<file path="src/verilog/sifhCfgPkg.sv">
package sifhCfgPkg;

    // pixel number width, 4 pixels
    localparam int pixelBits = 2;

    // time bin width, 16 bins per pixel
    localparam int binBits = 4;

    // bin count width, saturates at all ones
    localparam int countBits = 8;

    // histogram RAM address, pixel in the upper bits
    localparam int addrBits = pixelBits + binBits;

    // pixel index
    typedef logic [pixelBits-1:0] pixelT;

    // time bin index
    typedef logic [binBits-1:0] binT;

    // saturating photon count
    typedef logic [countBits-1:0] countT;

    // {pixel, bin}
    typedef logic [addrBits-1:0] addrT;

endpackage

</file>
<file path="src/verilog/sifhBusPkg.sv">
package sifhBusPkg;

    // one timestamped photon
    typedef struct packed {
        sifhCfgPkg::pixelT pixel;
        sifhCfgPkg::binT   bin;
    } eventT;

    // one access to the histogram RAM
    typedef struct packed {
        // request present
        logic               valid;
        // 1 = write wdata, 0 = read
        logic               write;
        sifhCfgPkg::addrT   addr;
        // unused on reads
        sifhCfgPkg::countT  wdata;
    } memReqT;

    // peak of one pixel's histogram
    typedef struct packed {
        sifhCfgPkg::pixelT pixel;
        // lowest bin holding the maximum
        sifhCfgPkg::binT   bin;
        sifhCfgPkg::countT count;
    } peakT;

endpackage

</file>
<file path="src/verilog/eventQueue.sv">
`timescale 1ns/100ps

module eventQueue #(
    parameter int queueDepth = 4
) (
    input  logic              clk,
    input  logic              arstN,
    input  logic              eventValid,
    input  sifhBusPkg::eventT eventIn,
    input  logic              queuePop,
    output logic              queueValid,
    output sifhBusPkg::eventT queueHead,
    output logic              eventCredit
);

    localparam int ptrBits = (queueDepth > 1) ? $clog2(queueDepth) : 1;
    localparam int occBits = $clog2(queueDepth + 1);

    // event storage
    sifhBusPkg::eventT mem [queueDepth];

    logic [ptrBits-1:0] wrPtr;
    logic [ptrBits-1:0] rdPtr;
    logic [occBits-1:0] occupancy;
    logic               push;
    logic               pop;

    // upstream only sends while holding a credit, so never full here
    assign push = eventValid;
    assign pop  = queuePop && queueValid;

    assign queueValid = (occupancy != '0);
    assign queueHead  = mem[rdPtr];

    // every released entry hands one credit back upstream
    assign eventCredit = pop;

    always_ff @(posedge clk) begin
        if (push) begin
            mem[wrPtr] <= eventIn;
        end
    end

    always_ff @(posedge clk or negedge arstN) begin
        if (!arstN) begin
            wrPtr     <= '0;
            rdPtr     <= '0;
            occupancy <= '0;
        end else begin
            // pointers wrap at depth, which need not be a power of two
            if (push) begin
                wrPtr <= (wrPtr == ptrBits'(queueDepth - 1)) ? '0 : wrPtr + 1'b1;
            end
            if (pop) begin
                rdPtr <= (rdPtr == ptrBits'(queueDepth - 1)) ? '0 : rdPtr + 1'b1;
            end
            case ({push, pop})
                2'b10:   occupancy <= occupancy + 1'b1;
                2'b01:   occupancy <= occupancy - 1'b1;
                default: occupancy <= occupancy;
            endcase
        end
    end

endmodule

</file>
<file path="src/verilog/histBuilder.sv">
`timescale 1ns/100ps

module histBuilder (
    input  logic               clk,
    input  logic               arstN,
    input  logic               queueValid,
    input  sifhBusPkg::eventT  queueHead,
    input  logic               scanBusy,
    input  logic               memGrant,
    input  sifhCfgPkg::countT  memRdata,
    output logic               queuePop,
    output logic               builderIdle,
    output sifhBusPkg::memReqT memReq
);

    typedef enum logic [1:0] {
        sIdle,
        sRead,
        sWait,
        sWrite
    } stateT;

    stateT             state;
    stateT             nextState;
    sifhCfgPkg::addrT  headAddr;
    sifhCfgPkg::addrT  addrReg;
    sifhCfgPkg::countT wdataReg;
    logic              startOk;

    // pixel selects the 16-word block, bin the word inside it
    assign headAddr = {queueHead.pixel, queueHead.bin};

    // no new event while the scanner owns the histograms
    assign startOk = queueValid && !scanBusy;

    // scanner drain waits on this
    assign builderIdle = (state == sIdle);

    always_comb begin
        memReq    = '0;
        queuePop  = 1'b0;
        nextState = state;
        case (state)
            sIdle: begin
                if (startOk) begin
                    memReq.valid = 1'b1;
                    memReq.addr  = headAddr;
                    // head leaves the queue only once its read is granted
                    queuePop     = memGrant;
                    nextState    = memGrant ? sWait : sRead;
                end
            end
            sRead: begin
                // lost to the scanner, retry the same head
                memReq.valid = 1'b1;
                memReq.addr  = headAddr;
                queuePop     = memGrant;
                if (memGrant) begin
                    nextState = sWait;
                end
            end
            sWait: begin
                // read data on memRdata this cycle
                nextState = sWrite;
            end
            sWrite: begin
                memReq.valid = 1'b1;
                memReq.write = 1'b1;
                memReq.addr  = addrReg;
                memReq.wdata = wdataReg;
                if (memGrant) begin
                    nextState = sIdle;
                end
            end
            default: nextState = sIdle;
        endcase
    end

    always_ff @(posedge clk or negedge arstN) begin
        if (!arstN) begin
            state <= sIdle;
        end else begin
            state <= nextState;
        end
    end

    // payload of the event in flight
    always_ff @(posedge clk) begin
        if (queuePop) begin
            addrReg <= headAddr;
        end
        if (state == sWait) begin
            // increment, holding at full scale
            wdataReg <= (memRdata == '1) ? memRdata : memRdata + 1'b1;
        end
    end

endmodule

</file>
<file path="src/verilog/peakScanner.sv">
`timescale 1ns/100ps

module peakScanner #(
    parameter int peakCredits = 2
) (
    input  logic               clk,
    input  logic               arstN,
    input  logic               acqDone,
    input  logic               builderIdle,
    input  logic               memGrant,
    input  sifhCfgPkg::countT  memRdata,
    input  logic               peakCreditIn,
    output logic               scanBusy,
    output sifhBusPkg::memReqT memReq,
    output logic               peakValid,
    output sifhBusPkg::peakT   peakOut
);

    localparam int credBits = $clog2(peakCredits + 1);

    typedef enum logic [2:0] {
        sIdle,
        sDrain,
        sRead,
        sClear,
        sEmit,
        sDone
    } stateT;

    stateT              state;
    sifhCfgPkg::pixelT  pixelCnt;
    sifhCfgPkg::binT    binCnt;
    sifhCfgPkg::binT    maxBin;
    sifhCfgPkg::countT  maxCount;
    logic [credBits-1:0] credits;
    // read granted, data due this cycle
    logic               rdPending;

    assign scanBusy = (state != sIdle);

    // one peak per cycle at most, only against a held credit
    assign peakValid = (state == sEmit) && (credits != '0);

    assign peakOut.pixel = pixelCnt;
    assign peakOut.bin   = maxBin;
    assign peakOut.count = maxCount;

    always_comb begin
        memReq = '0;
        memReq.addr = {pixelCnt, binCnt};
        case (state)
            sRead: begin
                memReq.valid = !rdPending;
            end
            sClear: begin
                // zero the bin just read, ready for the next acquisition
                memReq.valid = 1'b1;
                memReq.write = 1'b1;
            end
            default: memReq.valid = 1'b0;
        endcase
    end

    always_ff @(posedge clk or negedge arstN) begin
        if (!arstN) begin
            credits <= credBits'(peakCredits);
        end else begin
            case ({peakCreditIn, peakValid})
                2'b10:   credits <= credits + 1'b1;
                2'b01:   credits <= credits - 1'b1;
                default: credits <= credits;
            endcase
        end
    end

    always_ff @(posedge clk or negedge arstN) begin
        if (!arstN) begin
            state     <= sIdle;
            pixelCnt  <= '0;
            binCnt    <= '0;
            maxBin    <= '0;
            maxCount  <= '0;
            rdPending <= 1'b0;
        end else begin
            case (state)
                sIdle: begin
                    if (acqDone) begin
                        state <= sDrain;
                    end
                end
                sDrain: begin
                    // let the builder finish its read-modify-write first
                    if (builderIdle) begin
                        state    <= sRead;
                        pixelCnt <= '0;
                        binCnt   <= '0;
                        maxBin   <= '0;
                        maxCount <= '0;
                    end
                end
                sRead: begin
                    if (rdPending) begin
                        rdPending <= 1'b0;
                        state     <= sClear;
                        // strictly greater, so ties keep the lower bin
                        if (memRdata > maxCount) begin
                            maxCount <= memRdata;
                            maxBin   <= binCnt;
                        end
                    end else if (memGrant) begin
                        rdPending <= 1'b1;
                    end
                end
                sClear: begin
                    if (memGrant) begin
                        if (binCnt == '1) begin
                            state <= sEmit;
                        end else begin
                            binCnt <= binCnt + 1'b1;
                            state  <= sRead;
                        end
                    end
                end
                sEmit: begin
                    // no credit, scan holds here before the next pixel
                    if (peakValid) begin
                        if (pixelCnt == '1) begin
                            state <= sDone;
                        end else begin
                            pixelCnt <= pixelCnt + 1'b1;
                            binCnt   <= '0;
                            maxBin   <= '0;
                            maxCount <= '0;
                            state    <= sRead;
                        end
                    end
                end
                sDone: begin
                    // busy drops one cycle after the last peak
                    state <= sIdle;
                end
                default: state <= sIdle;
            endcase
        end
    end

endmodule

</file>
<file path="src/verilog/memArbiter.sv">
`timescale 1ns/100ps

module memArbiter (
    input  logic               clk,
    input  logic               arstN,
    input  sifhBusPkg::memReqT scanReq,
    input  sifhBusPkg::memReqT buildReq,
    input  sifhCfgPkg::countT  ramRdata,
    output logic               scanGrant,
    output logic               buildGrant,
    output sifhBusPkg::memReqT ramReq,
    output sifhCfgPkg::countT  rdata
);

    // read issued last cycle, per peer
    logic rdScan;
    logic rdBuild;

    // fixed priority, scanner first
    assign scanGrant  = scanReq.valid;
    assign buildGrant = buildReq.valid && !scanReq.valid;

    always_comb begin
        if (scanGrant) begin
            ramReq = scanReq;
        end else if (buildGrant) begin
            ramReq = buildReq;
        end else begin
            ramReq = '0;
        end
    end

    always_ff @(posedge clk or negedge arstN) begin
        if (!arstN) begin
            rdScan  <= 1'b0;
            rdBuild <= 1'b0;
        end else begin
            rdScan  <= scanGrant && !scanReq.write;
            rdBuild <= buildGrant && !buildReq.write;
        end
    end

    // broadcast to both peers, only while a read result is due
    assign rdata = (rdScan || rdBuild) ? ramRdata : '0;

endmodule

</file>
<file path="src/verilog/histRam.sv">
`timescale 1ns/100ps

module histRam (
    input  logic               clk,
    input  logic               arstN,
    input  sifhBusPkg::memReqT ramReq,
    output sifhCfgPkg::countT  ramRdata
);

    localparam int memWords = 1 << sifhCfgPkg::addrBits;

    // 4 pixels x 16 bins
    sifhCfgPkg::countT mem [memWords];

    always_ff @(posedge clk or negedge arstN) begin
        if (!arstN) begin
            // histograms start empty
            for (int i = 0; i < memWords; i++) begin
                mem[i] <= '0;
            end
            ramRdata <= '0;
        end else if (ramReq.valid) begin
            if (ramReq.write) begin
                mem[ramReq.addr] <= ramReq.wdata;
            end else begin
                // one-cycle read latency
                ramRdata <= mem[ramReq.addr];
            end
        end
    end

endmodule

</file>
<file path="src/verilog/sifhTop.sv">
`timescale 1ns/100ps

module sifhTop #(
    parameter int queueDepth  = 4,
    parameter int peakCredits = 2
) (
    input  logic              clk,
    input  logic              arstN,
    input  logic              eventValid,
    input  sifhBusPkg::eventT eventIn,
    input  logic              acqDone,
    input  logic              peakCreditIn,
    output logic              eventCredit,
    output logic              peakValid,
    output sifhBusPkg::peakT  peakOut,
    output logic              scanBusy
);

    // queue to builder
    logic               queueValid;
    sifhBusPkg::eventT  queueHead;
    logic               queuePop;
    logic               builderIdle;

    // peers to arbiter
    sifhBusPkg::memReqT buildReq;
    sifhBusPkg::memReqT scanReq;
    logic               buildGrant;
    logic               scanGrant;

    // arbiter to RAM and back
    sifhBusPkg::memReqT ramReq;
    sifhCfgPkg::countT  ramRdata;
    sifhCfgPkg::countT  rdata;

    eventQueue #(
        .queueDepth(queueDepth)
    ) eventQueue_inst (
        .clk        (clk),
        .arstN      (arstN),
        .eventValid (eventValid),
        .eventIn    (eventIn),
        .queuePop   (queuePop),
        .queueValid (queueValid),
        .queueHead  (queueHead),
        .eventCredit(eventCredit)
    );

    histBuilder histBuilder_inst (
        .clk        (clk),
        .arstN      (arstN),
        .queueValid (queueValid),
        .queueHead  (queueHead),
        .scanBusy   (scanBusy),
        .memGrant   (buildGrant),
        .memRdata   (rdata),
        .queuePop   (queuePop),
        .builderIdle(builderIdle),
        .memReq     (buildReq)
    );

    peakScanner #(
        .peakCredits(peakCredits)
    ) peakScanner_inst (
        .clk         (clk),
        .arstN       (arstN),
        .acqDone     (acqDone),
        .builderIdle (builderIdle),
        .memGrant    (scanGrant),
        .memRdata    (rdata),
        .peakCreditIn(peakCreditIn),
        .scanBusy    (scanBusy),
        .memReq      (scanReq),
        .peakValid   (peakValid),
        .peakOut     (peakOut)
    );

    memArbiter memArbiter_inst (
        .clk       (clk),
        .arstN     (arstN),
        .scanReq   (scanReq),
        .buildReq  (buildReq),
        .ramRdata  (ramRdata),
        .scanGrant (scanGrant),
        .buildGrant(buildGrant),
        .ramReq    (ramReq),
        .rdata     (rdata)
    );

    histRam histRam_inst (
        .clk     (clk),
        .arstN   (arstN),
        .ramReq  (ramReq),
        .ramRdata(ramRdata)
    );

endmodule

</file>
<file path="config.mk">
export PLATFORM = sky130hd
export DESIGN_NAME = sifhTop
export DESIGN_NICKNAME = d
export VERILOG_FILES = /design/src/verilog/sifhCfgPkg.sv /design/src/verilog/sifhBusPkg.sv /design/src/verilog/eventQueue.sv /design/src/verilog/histBuilder.sv /design/src/verilog/peakScanner.sv /design/src/verilog/memArbiter.sv /design/src/verilog/histRam.sv /design/src/verilog/sifhTop.sv
export SDC_FILE = /design/constraint.sdc
export NUM_CORES = 1
export LEC_CHECK = 0
export BUFFER_PORTS_ARGS = -buffer_cell sky130_fd_sc_hd__buf_2
export CAP_MARGIN = 15
export CELL_PAD_IN_SITES_DETAIL_PLACEMENT = 0
export CELL_PAD_IN_SITES_GLOBAL_PLACEMENT = 2
export CORE_MARGIN = 3
export CORE_UTILIZATION = 42
export CTS_CLUSTER_DIAMETER = 120
export DETAILED_ROUTE_END_ITERATION = 10
export PLACE_DENSITY = 0.73
export REMOVE_ABC_BUFFERS = 1
export SYNTH_ARGS = -nofsm -noshare
export SYNTH_HDL_FRONTEND = slang
export SYNTH_HIERARCHICAL = 1
export SYNTH_SLANG_ARGS = --single-unit
</file>
<file path="constraint.sdc">
create_clock -name clk -period 3.8 [get_ports clk]
set_clock_uncertainty 0.1 [all_clocks]
set_input_delay 0 -clock clk [delete_from_list [all_inputs] [get_ports clk]]
set_output_delay 0 -clock clk [all_outputs]
set_load 0.05 [all_outputs]
</file>
==> results.md, run 1 <==
- Outcome: finished, violations left
- Failing checks: negative hold slack
- Clock Tree Root: clkbuf_16
- Switching power: 8.637 mW
- CP max stage delay: 0.47 ns
- Logic pwr share: 0.396
- Top FF cell, synth: dfrtp_1
- Most used cell along the critical path: buf_4
- I/O pin count: 28
- Setup violations, final: 0
- Full die area: 0.07098 mm^2
- Max-slew violations: 0
- Critical path's top delay family: simple AND/OR/NAND/NOR gates
- Synthesized area: 0.02848 mm^2
- Final wirelength: 82220 um
- Via count: 18560
- Nets@finish: 2348
- CTS tree: yes
- Crit end category: flip-flop
- Setup TNS: 0 ns
- RSZ-0062 raised after global routing: yes
- Worst-skew pair later-pin latency: 0.60 ns
- Die Ht: 266.4 um
- Final min period: 3.706 ns
- Worst R2R Path Depth: 16
- Met2 routed WL: 38760 um
- Clock buffer depth: 3
- Wl on met1: 36440 um
- # diodes: 0
- Most frequent cells in the layout: dfrtp_1, mux2_2, buf_4
- Total of max-cap violations: 0
- Register area share after synthesis: 0.5277
- Crit path launch type: flip-flop
- Post-Syn Instances: 2075
- Rows: 94
- FF-to-FF End: histRam_inst/ramRdata[2]
- Sequential power share: 0.317
- Port Buffer Count: 27
- CTS sink count: 593
- Clock-pin slew on the worst setup and hold paths: 0.06 ns
- Avg Inst Size Synth: 13.73 um^2
- Initial antenna violation count: 1
- Clock power share: 0.287
- CP required: 4.18 ns
- Final std cells w/o fill: 3222
- Sw Share: 0.3696
- H-tree levels: 3
- P per Cell Area: 679.7 mW/mm^2
- Internal cell power: 14.73 mW
- DP HPWL: 55140 um
- Top sig layer: met5
- GRT Total Usage: 0.2343
- Clock buffer count from CTS: 69
- DRC Markers: 0
- Register bit total from synthesis: 593
- Placed cell count: 3077
- Final core occ: 0.5175
- Ys async rst share: 0.9359
- Global-route wire length before repair: 124800 um
- Reg2reg start: eventQueue_inst/occupancy[1]
- Post-synth EDFFs: 38
- Worst-path cell chain: or3_4 -> nor2b_2 -> a211oi_2 -> nor2_1 -> buf_4 -> nand2_2 -> o21ai_4 -> buf_4 -> clkbuf_16 -> nor2b_2 -> buf_4 -> o2bb2ai_1 -> nand2_1 -> a21oi_1 -> or4_1 -> o32a_1
- Distinct cell type count after synthesis: 84
- DR iter-0 viols: 1394
- Avg Vias per Cell: 5.759
- Tightest slew margin relative to the limit: 0.3857
- Yosys Warn Count: 6
- Routed Antenna Nets: 0
- Crit Path Max Fanout: 10
- Hold_ws: -0.01289 ns
- Fin. Hold Viols: 4
- Largest net degree at the start of global routing: 100
- LEAKAGE: 15.82 nW
- Met3 wire len: 4260 um
- Reg2Reg Setup Slack: 0.09 ns
- Core box area: 0.06645 mm^2
- Proportion of layout cells with a drive suffix above 1: 0.4839
- Initial Util: 0.4286
- Slew @ Worst Pin: 0.9214 ns
- Arrival @ worst endpoint: 4.09 ns
- GP Congestion: 0.8876
- Vias in the first global route: 19520
- Grt ovf: 0
- Commonest non-fill, non-tap cell in the layout: dfrtp_1
- 1st-pass router iterations: 5
- Worst IR Drop VDD: 0.4901 mV
- Die Width: 266.4 um
- Pwr Total: 23.37 mW
- Wire per inst: 25.52 um
- Synthesis-to-finish area growth: 20.73%
- Critical path class: reg -> reg
- Fmax achieved: 0.2698 GHz
- Slowest CP cell: or4_1
- CP bufs+invs: 4
- Period utilization: 0.9753
- HP Class: in -> async
## power by group through the flow
stage	clock [mW]	combinational, mW	sequential [mW]
2_1_floorplan	0	4.74	7.51
3_3_place_gp	0	8.73	7.49
3_5_place_dp	0	8.81	7.51
4_1_cts	6.89	8.86	7.40
5_1_grt	7.13	9.80	7.47
6_report	6.72	9.25	7.40
## registers in the layout, indices dropped and copies added, names as in the netlist, 3 cells and up
register	cells
histRam_inst/ramRdata	8
histBuilder_inst/addrReg	6
histRam_inst/mem	512
peakScanner_inst/binCnt	4
eventQueue_inst/mem	24
peakScanner_inst/state	3
peakScanner_inst/maxBin	4
eventQueue_inst/occupancy	3
peakScanner_inst/maxCount	8
histBuilder_inst/wdataReg	8
## layout make-up
cell class / instances / area, um^2
clock buffer: 97 / 1954
clock inverter: 21 / 319.1
fill: 5665 / 32060
inverter: 28 / 105.1
multi-input combinational: 1310 / 12780
sequential: 593 / 15030
tap: 864 / 1081
timing repair buffer: 309 / 3117
## metrics by stage
| stage | hold WS, ns | worst slack (ns) | cell area, um^2 |
|---|---|---|---|
| 2_1_floorplan | -0.3956 | -8.067 | 27710 |
| 3_3_place_gp | 0.05767 | 0.008831 | 31710 |
| 3_5_place_dp | 0.06494 | -0.02882 | 31710 |
| 4_1_cts | 0.01095 | 0.02692 | 34090 |
| 5_1_grt | 0.05149 | -0.05025 | 34390 |
| 6_report | -0.01289 | 0.09382 | 34390 |
## synth_stat cells (10+ instances only)
library cell,n,area (um^2)
nor2_1,43,161.4
o21ai_0,30,150.1
o22ai_1,19,118.9
nand2_2,19,118.9
inv_1,27,101.4
nand3_1,21,105.1
buf_2,26,130.1
dfrtp_1,554,13860
mux2i_1,95,950.9
buf_1,11,41.29
a21oi_1,51,255.2
clkbuf_1,73,274.0
ha_1,25,312.8
edfxtp_1,38,1141
mux2_2,529,5957
buf_4,29,217.7
a22oi_1,39,292.8
nor2b_1,20,125.1
a221oi_1,39,341.6
nand2_1,56,210.2
mux2_1,19,214.0
nor2_4,33,371.6
and2_1,15,93.84
o21ai_2,16,140.1
mux4_2,48,1081
nor2_2,34,212.7
a22o_1,17,148.9
buf_6,10,112.6
## worst reg2reg max path: cells and delay by family, from the launching register on
| kind | cells | cell delay, ns |
|---|---|---|
| buffers and inverters | 4 | 0.72 |
| flip-flops | 1 | 0.37 |
| AND/OR/NAND/NOR | 7 | 1.47 |
| AO/OA/AOI/OAI | 5 | 0.94 |
## worst max-delay path by stage
| stage | from | endpoint | slack (ns) | cells after the start |
|---|---|---|---|---|
| after floorplan | peakScanner_inst/state[0] | histRam_inst/ramRdata[2] | -8.07 | 10 |
| after global placement | histBuilder_inst/state[0] | histRam_inst/ramRdata[1] | 0.009 | 15 |
| after detailed placement | histBuilder_inst/state[0] | histRam_inst/ramRdata[1] | -0.03 | 15 |
| after CTS | histBuilder_inst/state[1] | histRam_inst/ramRdata[2] | 0.03 | 16 |
| after global routing | eventQueue_inst/occupancy[1] | histRam_inst/ramRdata[2] | -0.05 | 15 |
| final | eventQueue_inst/occupancy[1] | histRam_inst/ramRdata[2] | 0.09 | 16 |
## cell families (layout without fill, tap and decap cells)
logic type / count (synthesis) / count (layout) / share of synthesized area
compound gates: 276 / 276 / 0.07117
mux: 694 / 694 / 0.2896
fa+ha+maj: 26 / 26 / 0.01169
other cells: 1 / 8 / 0.0001317
xor+xnor: 9 / 9 / 0.002768
simple gates: 297 / 297 / 0.06515
buf+inv: 179 / 455 / 0.03180
flops: 593 / 593 / 0.5277
## routing by layer
layer,global-route usage,vias up
li1,-,8141
met5,0,-
met3,0.04084,141
met2,0.3832,441
met4,0.07676,2
met1,0.3183,9832
## what timing repair did
action                     4_1_cts  5_1_grt
cloned                           0        2
resized for setup                3       34
hold endpoints to repair       209        0
setup endpoints to repair        2      105
hold buffers                    10        0
pin swaps                        0        5
buffers inserted                 0       15
Note: power is estimated with default switching activity, not from simulation.
==> run 2, diff against run 1 <==
Settings changed: CORE_ASPECT_RATIO from default to 1.75, CORE_MARGIN 3 to 2.
==> results.md, run 2 (synthesized netlist as in run 1, its figures left out) <==
- Fin. Hold Viols: 0 (-4)
- Top flop regs: histRam_inst/mem: 512 flops, eventQueue_inst/mem: 24 flops
- Max-slew violations: 0 (unchanged)
- HP Class: in -> reg
- Rows: 126 (+34%)
- CP Depth: 13 (-3)
- I/O pin count: 28 (unchanged)
- Period utilization: 0.9738 (-0.001550)
- Die Ht: 348.5 um (+31%)
- LEAKAGE: 15.95 nW (+0.84%)
- Biggest register: histRam_inst/mem
- Reg2reg start: eventQueue_inst/rdPtr[0]
- DRC Markers: 0 (unchanged)
- Die Width: 200.9 um (-25%)
- Met3 wire len: 2632 um (-38%)
- CP required: 4.21 ns (+0.03 ns)
- Met2 routed WL: 45650 um (+18%)
- Full die area: 0.07000 mm^2 (-1.4%)
- Worst-path cell chain: buf_4 -> mux4_2 -> o21ai_0 -> a21oi_1 -> nand2_1 -> o21ai_4 -> buf_8 -> buf_8 -> mux2_2 -> a22oi_1 -> a21oi_1 -> or4_1 -> o32a_1
- Placed cell count: 3137 (+1.9%)
- Total of max-cap violations: 0 (unchanged)
- # diodes: 0 (unchanged)
- Nets@finish: 2380 (+1.4%)
- DR iter-0 viols: 1010 (-28%)
- GP Congestion: 0.8676 (-2.3%)
- Critical path's top delay family: compound AO/OA/AOI/OAI gates
- Port Buffer Count: 27 (unchanged)
- Clock buffer depth: 3 (unchanged)
- Worst Min Path Start: eventIn[1]
- Worst setup margin: 0.09971 ns (+0.005892 ns)
- Hold path depth: 2
- Initial Util: 0.4231 (-0.005513)
- Global-route wire length before repair: 129000 um (+3.4%)
- Proportion of layout cells with a drive suffix above 1: 0.4925 (+0.008571)
- Slew @ Worst Pin: 1.258 ns (+0.3363 ns)
- Most frequent cells in the layout: dfrtp_1, mux2_2, buf_4
- Final std cells w/o fill: 3282 (+1.9%)
- Hold_ws: 0.05611 ns (+0.06899 ns)
- Vias in the first global route: 19870 (+1.8%)
- 1st-pass router iterations: 5 (unchanged)
- Reg2Reg Setup Slack: 0.1 ns (about the same)
- Largest net degree at the start of global routing: 101 (+1.0%)
- Setup violations, final: 0 (unchanged)
- Worst-skew pair later-pin latency: 0.63 ns (+0.03 ns)
- Top sig layer: met4
- GRT Total Usage: 0.2464 (+0.01211)
- Clock-pin slew on the worst setup and hold paths: 0.07 ns (about the same)
- Via count: 18540 (-0.10%)
- Avg Vias per Cell: 5.648 (-1.9%)
- Clock Tree Root: clkbuf_16
- Arrival @ worst endpoint: 4.11 ns (+0.02 ns)
- Wire per inst: 26.12 um (+2.4%)
- Clock buffer count from CTS: 55 (-20%)
- CTS sink count: 593 (unchanged)
- Worst IR Drop VDD: 0.3346 mV (-32%)
- Wl on met1: 32680 um (-10%)
- CP max stage delay: 0.54 ns (+0.07 ns)
- H-tree levels: 2 (-1)
- CP bufs+invs: 3 (-1)
- Grt ovf: 0 (unchanged)
- Worst R2R Path Depth: 13 (-3)
- Crit end category: flip-flop
- P per Cell Area: 662.3 mW/mm^2 (-2.6%)
- Outcome: completed
- # fillers: 5781 (+2.0%)
- Place WS: -0.1799 ns (-0.1511 ns)
- FF-to-FF End: histRam_inst/ramRdata[2]
- Critical path launch point: eventQueue_inst/rdPtr[0]
- Crit path launch type: flip-flop
- Max reg flops: 512 (unchanged)
- Fmax achieved: 0.2702 GHz (+0.16%)
- Routed Antenna Nets: 0 (unchanged)
- DP HPWL: 60380 um (+9.5%)
- Worst Hold Endpoint: eventQueue_inst/mem[3][1]
- CTS tree: yes
- Core box area: 0.06732 mm^2 (+1.3%)
- Tightest slew margin relative to the limit: 0.1584 (-0.2273)
- Final min period: 3.700 ns (-0.005892 ns)
- Commonest non-fill, non-tap cell in the layout: dfrtp_1
- Critical path class: reg -> reg
- RSZ-0062 raised after global routing: yes
- Synthesis-to-finish area growth: 21.93%
- Slowest CP cell: or4_1
- Crit Path Max Fanout: 8 (-2)
- Initial antenna violation count: 0 (-1)
- Final wirelength: 85720 um (+4.3%)
[run 2: cell types whose count changed in the layout (fill, tap and decap cells not counted), sizes merged]
cell         delta
dlygate4sd3     +2
clkinvlp        +3
bufinv          -5
clkinv          +2
buf            +44
inv             +1
clkbuf         -20
bufbuf          +1
[run 2: where the power goes]
part | total, mW | internal (mW) | leakage [nW] | switching [mW]
sequential | 7.35 | 7.01 | 8.04 | 0.340
clock | 5.67 | 3.16 | 0.890 | 2.51
combinational | 9.98 | 4.05 | 7.02 | 5.93
[run 2: how the worst max path moves through the flow]
stage	end
floorplan	histRam_inst/ramRdata[2]
global placement	histRam_inst/ramRdata[0]
detailed placement	histRam_inst/ramRdata[0]
CTS	histRam_inst/ramRdata[6]
global route	histRam_inst/ramRdata[4]
finish	histRam_inst/ramRdata[2]
[run 2: worst reg2reg max path, stage by stage (launching register included)]
cell,delay (ns)
dfrtp_2,0.42
buf_4,0.16
mux4_2,0.37
o21ai_0,0.10
a21oi_1,0.14
nand2_1,0.11
o21ai_4,0.33
buf_8,0.18
buf_8,0.15
mux2_2,0.33
a22oi_1,0.20
a21oi_1,0.12
or4_1,0.54
o32a_1,0.35
[run 2: routing by layer]
metal / track usage / up-vias
met5: 0 / -
met4: 0.1276 / 0
met3: 0.02484 / 175
met2: 0.4559 / 402
met1: 0.2804 / 9795
li1: - / 8166
[run 2: final cells by class]
class / count / area [um^2] / share of cell area
Sequential cell: 593 / 15030 / 0.4329
Multi-Input combinational cell: 1310 / 12800 / 0.3687
Timing Repair Buffer: 355 / 3835 / 0.1104
Clock buffer: 78 / 1609 / 0.04633
Tap cell: 896 / 1121 / 0.03228
Clock inverter: 22 / 222.7 / 0.006413
Inverter: 28 / 105.1 / 0.003026
[run 2: repair_timing]
item / 4_1_cts / 5_1_grt
hold buffers: 12 / 0
pin swaps: 6 / 22
buffers inserted: 7 / 21
hold endpoints to repair: 168 / 0
gates resized for setup: 14 / 40
cloned: 2 / 1
endpoints found under the setup margin: 8 / 198
[run 2: per-stage QoR]
stage               power (mW)  area (um^2)    util  setup TNS (ns)
global placement         16.67        32060  0.4763         -0.6470
floorplan                12.24        27710       -        -3962.55
finish                   23.00        34730  0.5159               0
CTS                      22.79        34200  0.5080               0
detailed placement       16.80        32060  0.4763         -0.6146
global route             23.93        34730  0.5159       -0.003737
==> run 3, diff against run 2 <==
Settings changed: PLACE_DENSITY 0.73 to 0.71.
Clock period 3.8 ns to 4.8 ns, I/O delays scaled along.
==> results.md, run 3 (synthesized netlist as in run 1, its figures left out) <==
- Clock-pin slew on the worst setup and hold paths: 0.07 ns (about the same)
- Worst-skew pair later-pin latency: 0.63 ns (about the same)
- Synthesis-to-finish area growth: 12.93%
- Global-route wire length before repair: 127100 um (-1.5%)
- Max-slew violations: 0 (unchanged)
- P per Cell Area: 532.2 mW/mm^2 (-20%)
- Avg Vias per Cell: 5.785 (+2.4%)
- GP Congestion: 0.8867 (+2.2%)
- Crit end category: flip-flop
- Via count: 17780 (-4.1%)
- Clock Tree Root: clkbuf_16
- Final min period: 4.581 ns (+0.8810 ns)
- Nets@finish: 2173 (-8.7%)
- Worst IR Drop VDD: 0.3196 mV (-4.5%)
- Cell area after placement: 0.03009 mm^2 (-6.1%)
- CP max stage delay: 0.54 ns (about the same)
- Worst-path cell chain: nor2_1 -> nand2_1 -> and3b_1 -> o21ai_0 -> a21oi_1 -> nand2_1 -> o21ai_4 -> buf_12 -> inv_1 -> buf_4 -> mux2i_1 -> o21ai_0 -> or4_1 -> o32a_1
- Full die area: 0.07000 mm^2 (unchanged)
- Wire per inst: 27.68 um (+6.0%)
- HP Class: in -> reg
- Critical path class: reg -> reg
- Rows: 126 (unchanged)
- # diodes: 0 (unchanged)
- Max reg flops: 512 (unchanged)
- Final wirelength: 85100 um (-0.72%)
- Commonest non-fill, non-tap cell in the layout: dfrtp_1
- Arrival @ worst endpoint: 4.99 ns (+0.88 ns)
- Vias in the first global route: 18970 (-4.5%)
- RSZ-0062 raised after global routing: no
- Period utilization: 0.9544 (-0.01932)
- Initial antenna violation count: 1 (+1)
- I/O pin count: 28 (unchanged)
- Total of max-cap violations: 0 (unchanged)
- Grt ovf: 0 (unchanged)
- Crit Path Max Fanout: 21 (+13)
- Port Buffer Count: 27 (unchanged)
- Slew @ Worst Pin: 0.9174 ns (-0.3403 ns)
- Fin. Hold Viols: 0 (unchanged)
- Crit path launch type: flip-flop
- Top flop regs: histRam_inst/mem: 512 flops, eventQueue_inst/mem: 24 flops
- Most frequent cells in the layout: dfrtp_1, mux2_2, mux2i_1
- DRC Markers: 0 (unchanged)
- DR iter-0 viols: 1113 (+10%)
- Slowest CP cell: dfrtp_1
- LEAKAGE: 14.66 nW (-8.1%)
- Placed cell count: 2958 (-5.7%)
- Clock buffer count from CTS: 56 (+1.8%)
- GRT Total Usage: 0.2457 (-0.0006414)
- Tightest slew margin relative to the limit: 0.3861 (+0.2277)
- Fin area: 0.03216 mm^2 (-7.4%)
- Clock buffer depth: 3 (unchanged)
- DP HPWL: 58440 um (-3.2%)
- Core box area: 0.06732 mm^2 (unchanged)
- CTS tree: yes
- 1st-pass router iterations: 5 (unchanged)
- Initial Util: 0.4231 (unchanged)
- Die Width: 200.9 um (unchanged)
- Largest net degree at the start of global routing: 151 (+50%)
- Proportion of layout cells with a drive suffix above 1: 0.4302 (-0.06224)
- Die Ht: 348.5 um (unchanged)
- H-tree levels: 2 (unchanged)
- Routed Antenna Nets: 0 (unchanged)
- Fmax achieved: 0.2183 GHz (-19%)
- Setup repair bufs after CTS: 0 (-7)
- CP required: 5.21 ns (+1.00 ns)
- Biggest register: histRam_inst/mem
- Outcome: completed
- CTS sink count: 593 (unchanged)
- Final std cells w/o fill: 3074 (-6.3%)
- Setup violations, final: 0 (unchanged)
-- run 3: worst paths after layout --
check                                             start                      endpoint  slack [ns]  cells past startpoint
max                           peakScanner_inst/state[0]      histRam_inst/ramRdata[2]        0.22                     14
min                                          eventIn[1]     eventQueue_inst/mem[2][1]        0.03                      2
max reg2reg                   peakScanner_inst/state[0]      histRam_inst/ramRdata[2]        0.22                     14
min reg2reg                eventQueue_inst/occupancy[2]  eventQueue_inst/occupancy[2]        0.37                      1
max in group asynchronous                         arstN         histRam_inst/mem[260]        3.29                      4
min in group asynchronous                         arstN         histRam_inst/mem[489]        0.51                      4
-- run 3: layout make-up --
type / count / area [um^2]
inverter: 28 / 105.1
timing repair buffer: 146 / 1335
multi-input combinational: 1311 / 12680
clock inverter: 19 / 241.5
clock buffer: 81 / 1647
sequential: 593 / 15030
fill: 5990 / 35150
tap: 896 / 1121
-- run 3: metrics by stage --
stage                       util  worst slack (ns)  total power, mW   TNS, ns  hold WS [ns]
final                     0.4778            0.2187            17.12         0       0.03240
after global routing      0.4778           0.01024            17.85         0       0.02214
after CTS                 0.4776            0.2460            17.24         0      0.007981
after detailed placement  0.4470            0.2410            12.55         0      -0.06023
after global placement    0.4470            0.3067            12.48         0      -0.05801
after floorplan                -            -7.067            9.693  -3418.58       -0.3956
-- run 3: what timing repair did --
item,4_1_cts,5_1_grt
gates resized for setup,0,2
setup endpoints to repair,0,4
hold buffers,15,0
hold endpoints to repair,450,0
-- run 3: worst max-delay path: cells and delay by family, from the launching register on --
| family | cells | cell delay [ns] |
|---|---|---|
| buffers and inverters | 3 | 0.85 |
| and+or+nand+nor | 5 | 1.43 |
| AOI/OAI and AO/OA | 5 | 1.21 |
| muxes | 1 | 0.32 |
| DFF | 1 | 0.54 |
-- run 3: per-layer routing --
metal / up-vias / wire length, um / share of wire / GRT usage
met3: 148 / 2610 / 0.031 / 0.02288
met2: 407 / 45990 / 0.54 / 0.4636
met1: 9476 / 32440 / 0.38 / 0.2812
met5: - / 0 / 0 / 0
li1: 7753 / - / - / -
met4: 0 / 4061 / 0.048 / 0.1078
-- run 3: power by group --
part / total, mW / switching (mW) / internal [mW] / leakage, nW
Sequential: 5.84 / 0.295 / 5.55 / 8.04
Combinational: 6.65 / 4.40 / 2.25 / 5.68
Clock: 4.62 / 1.94 / 2.68 / 0.937
Total: 17.1 / 6.64 / 10.5 / 14.7
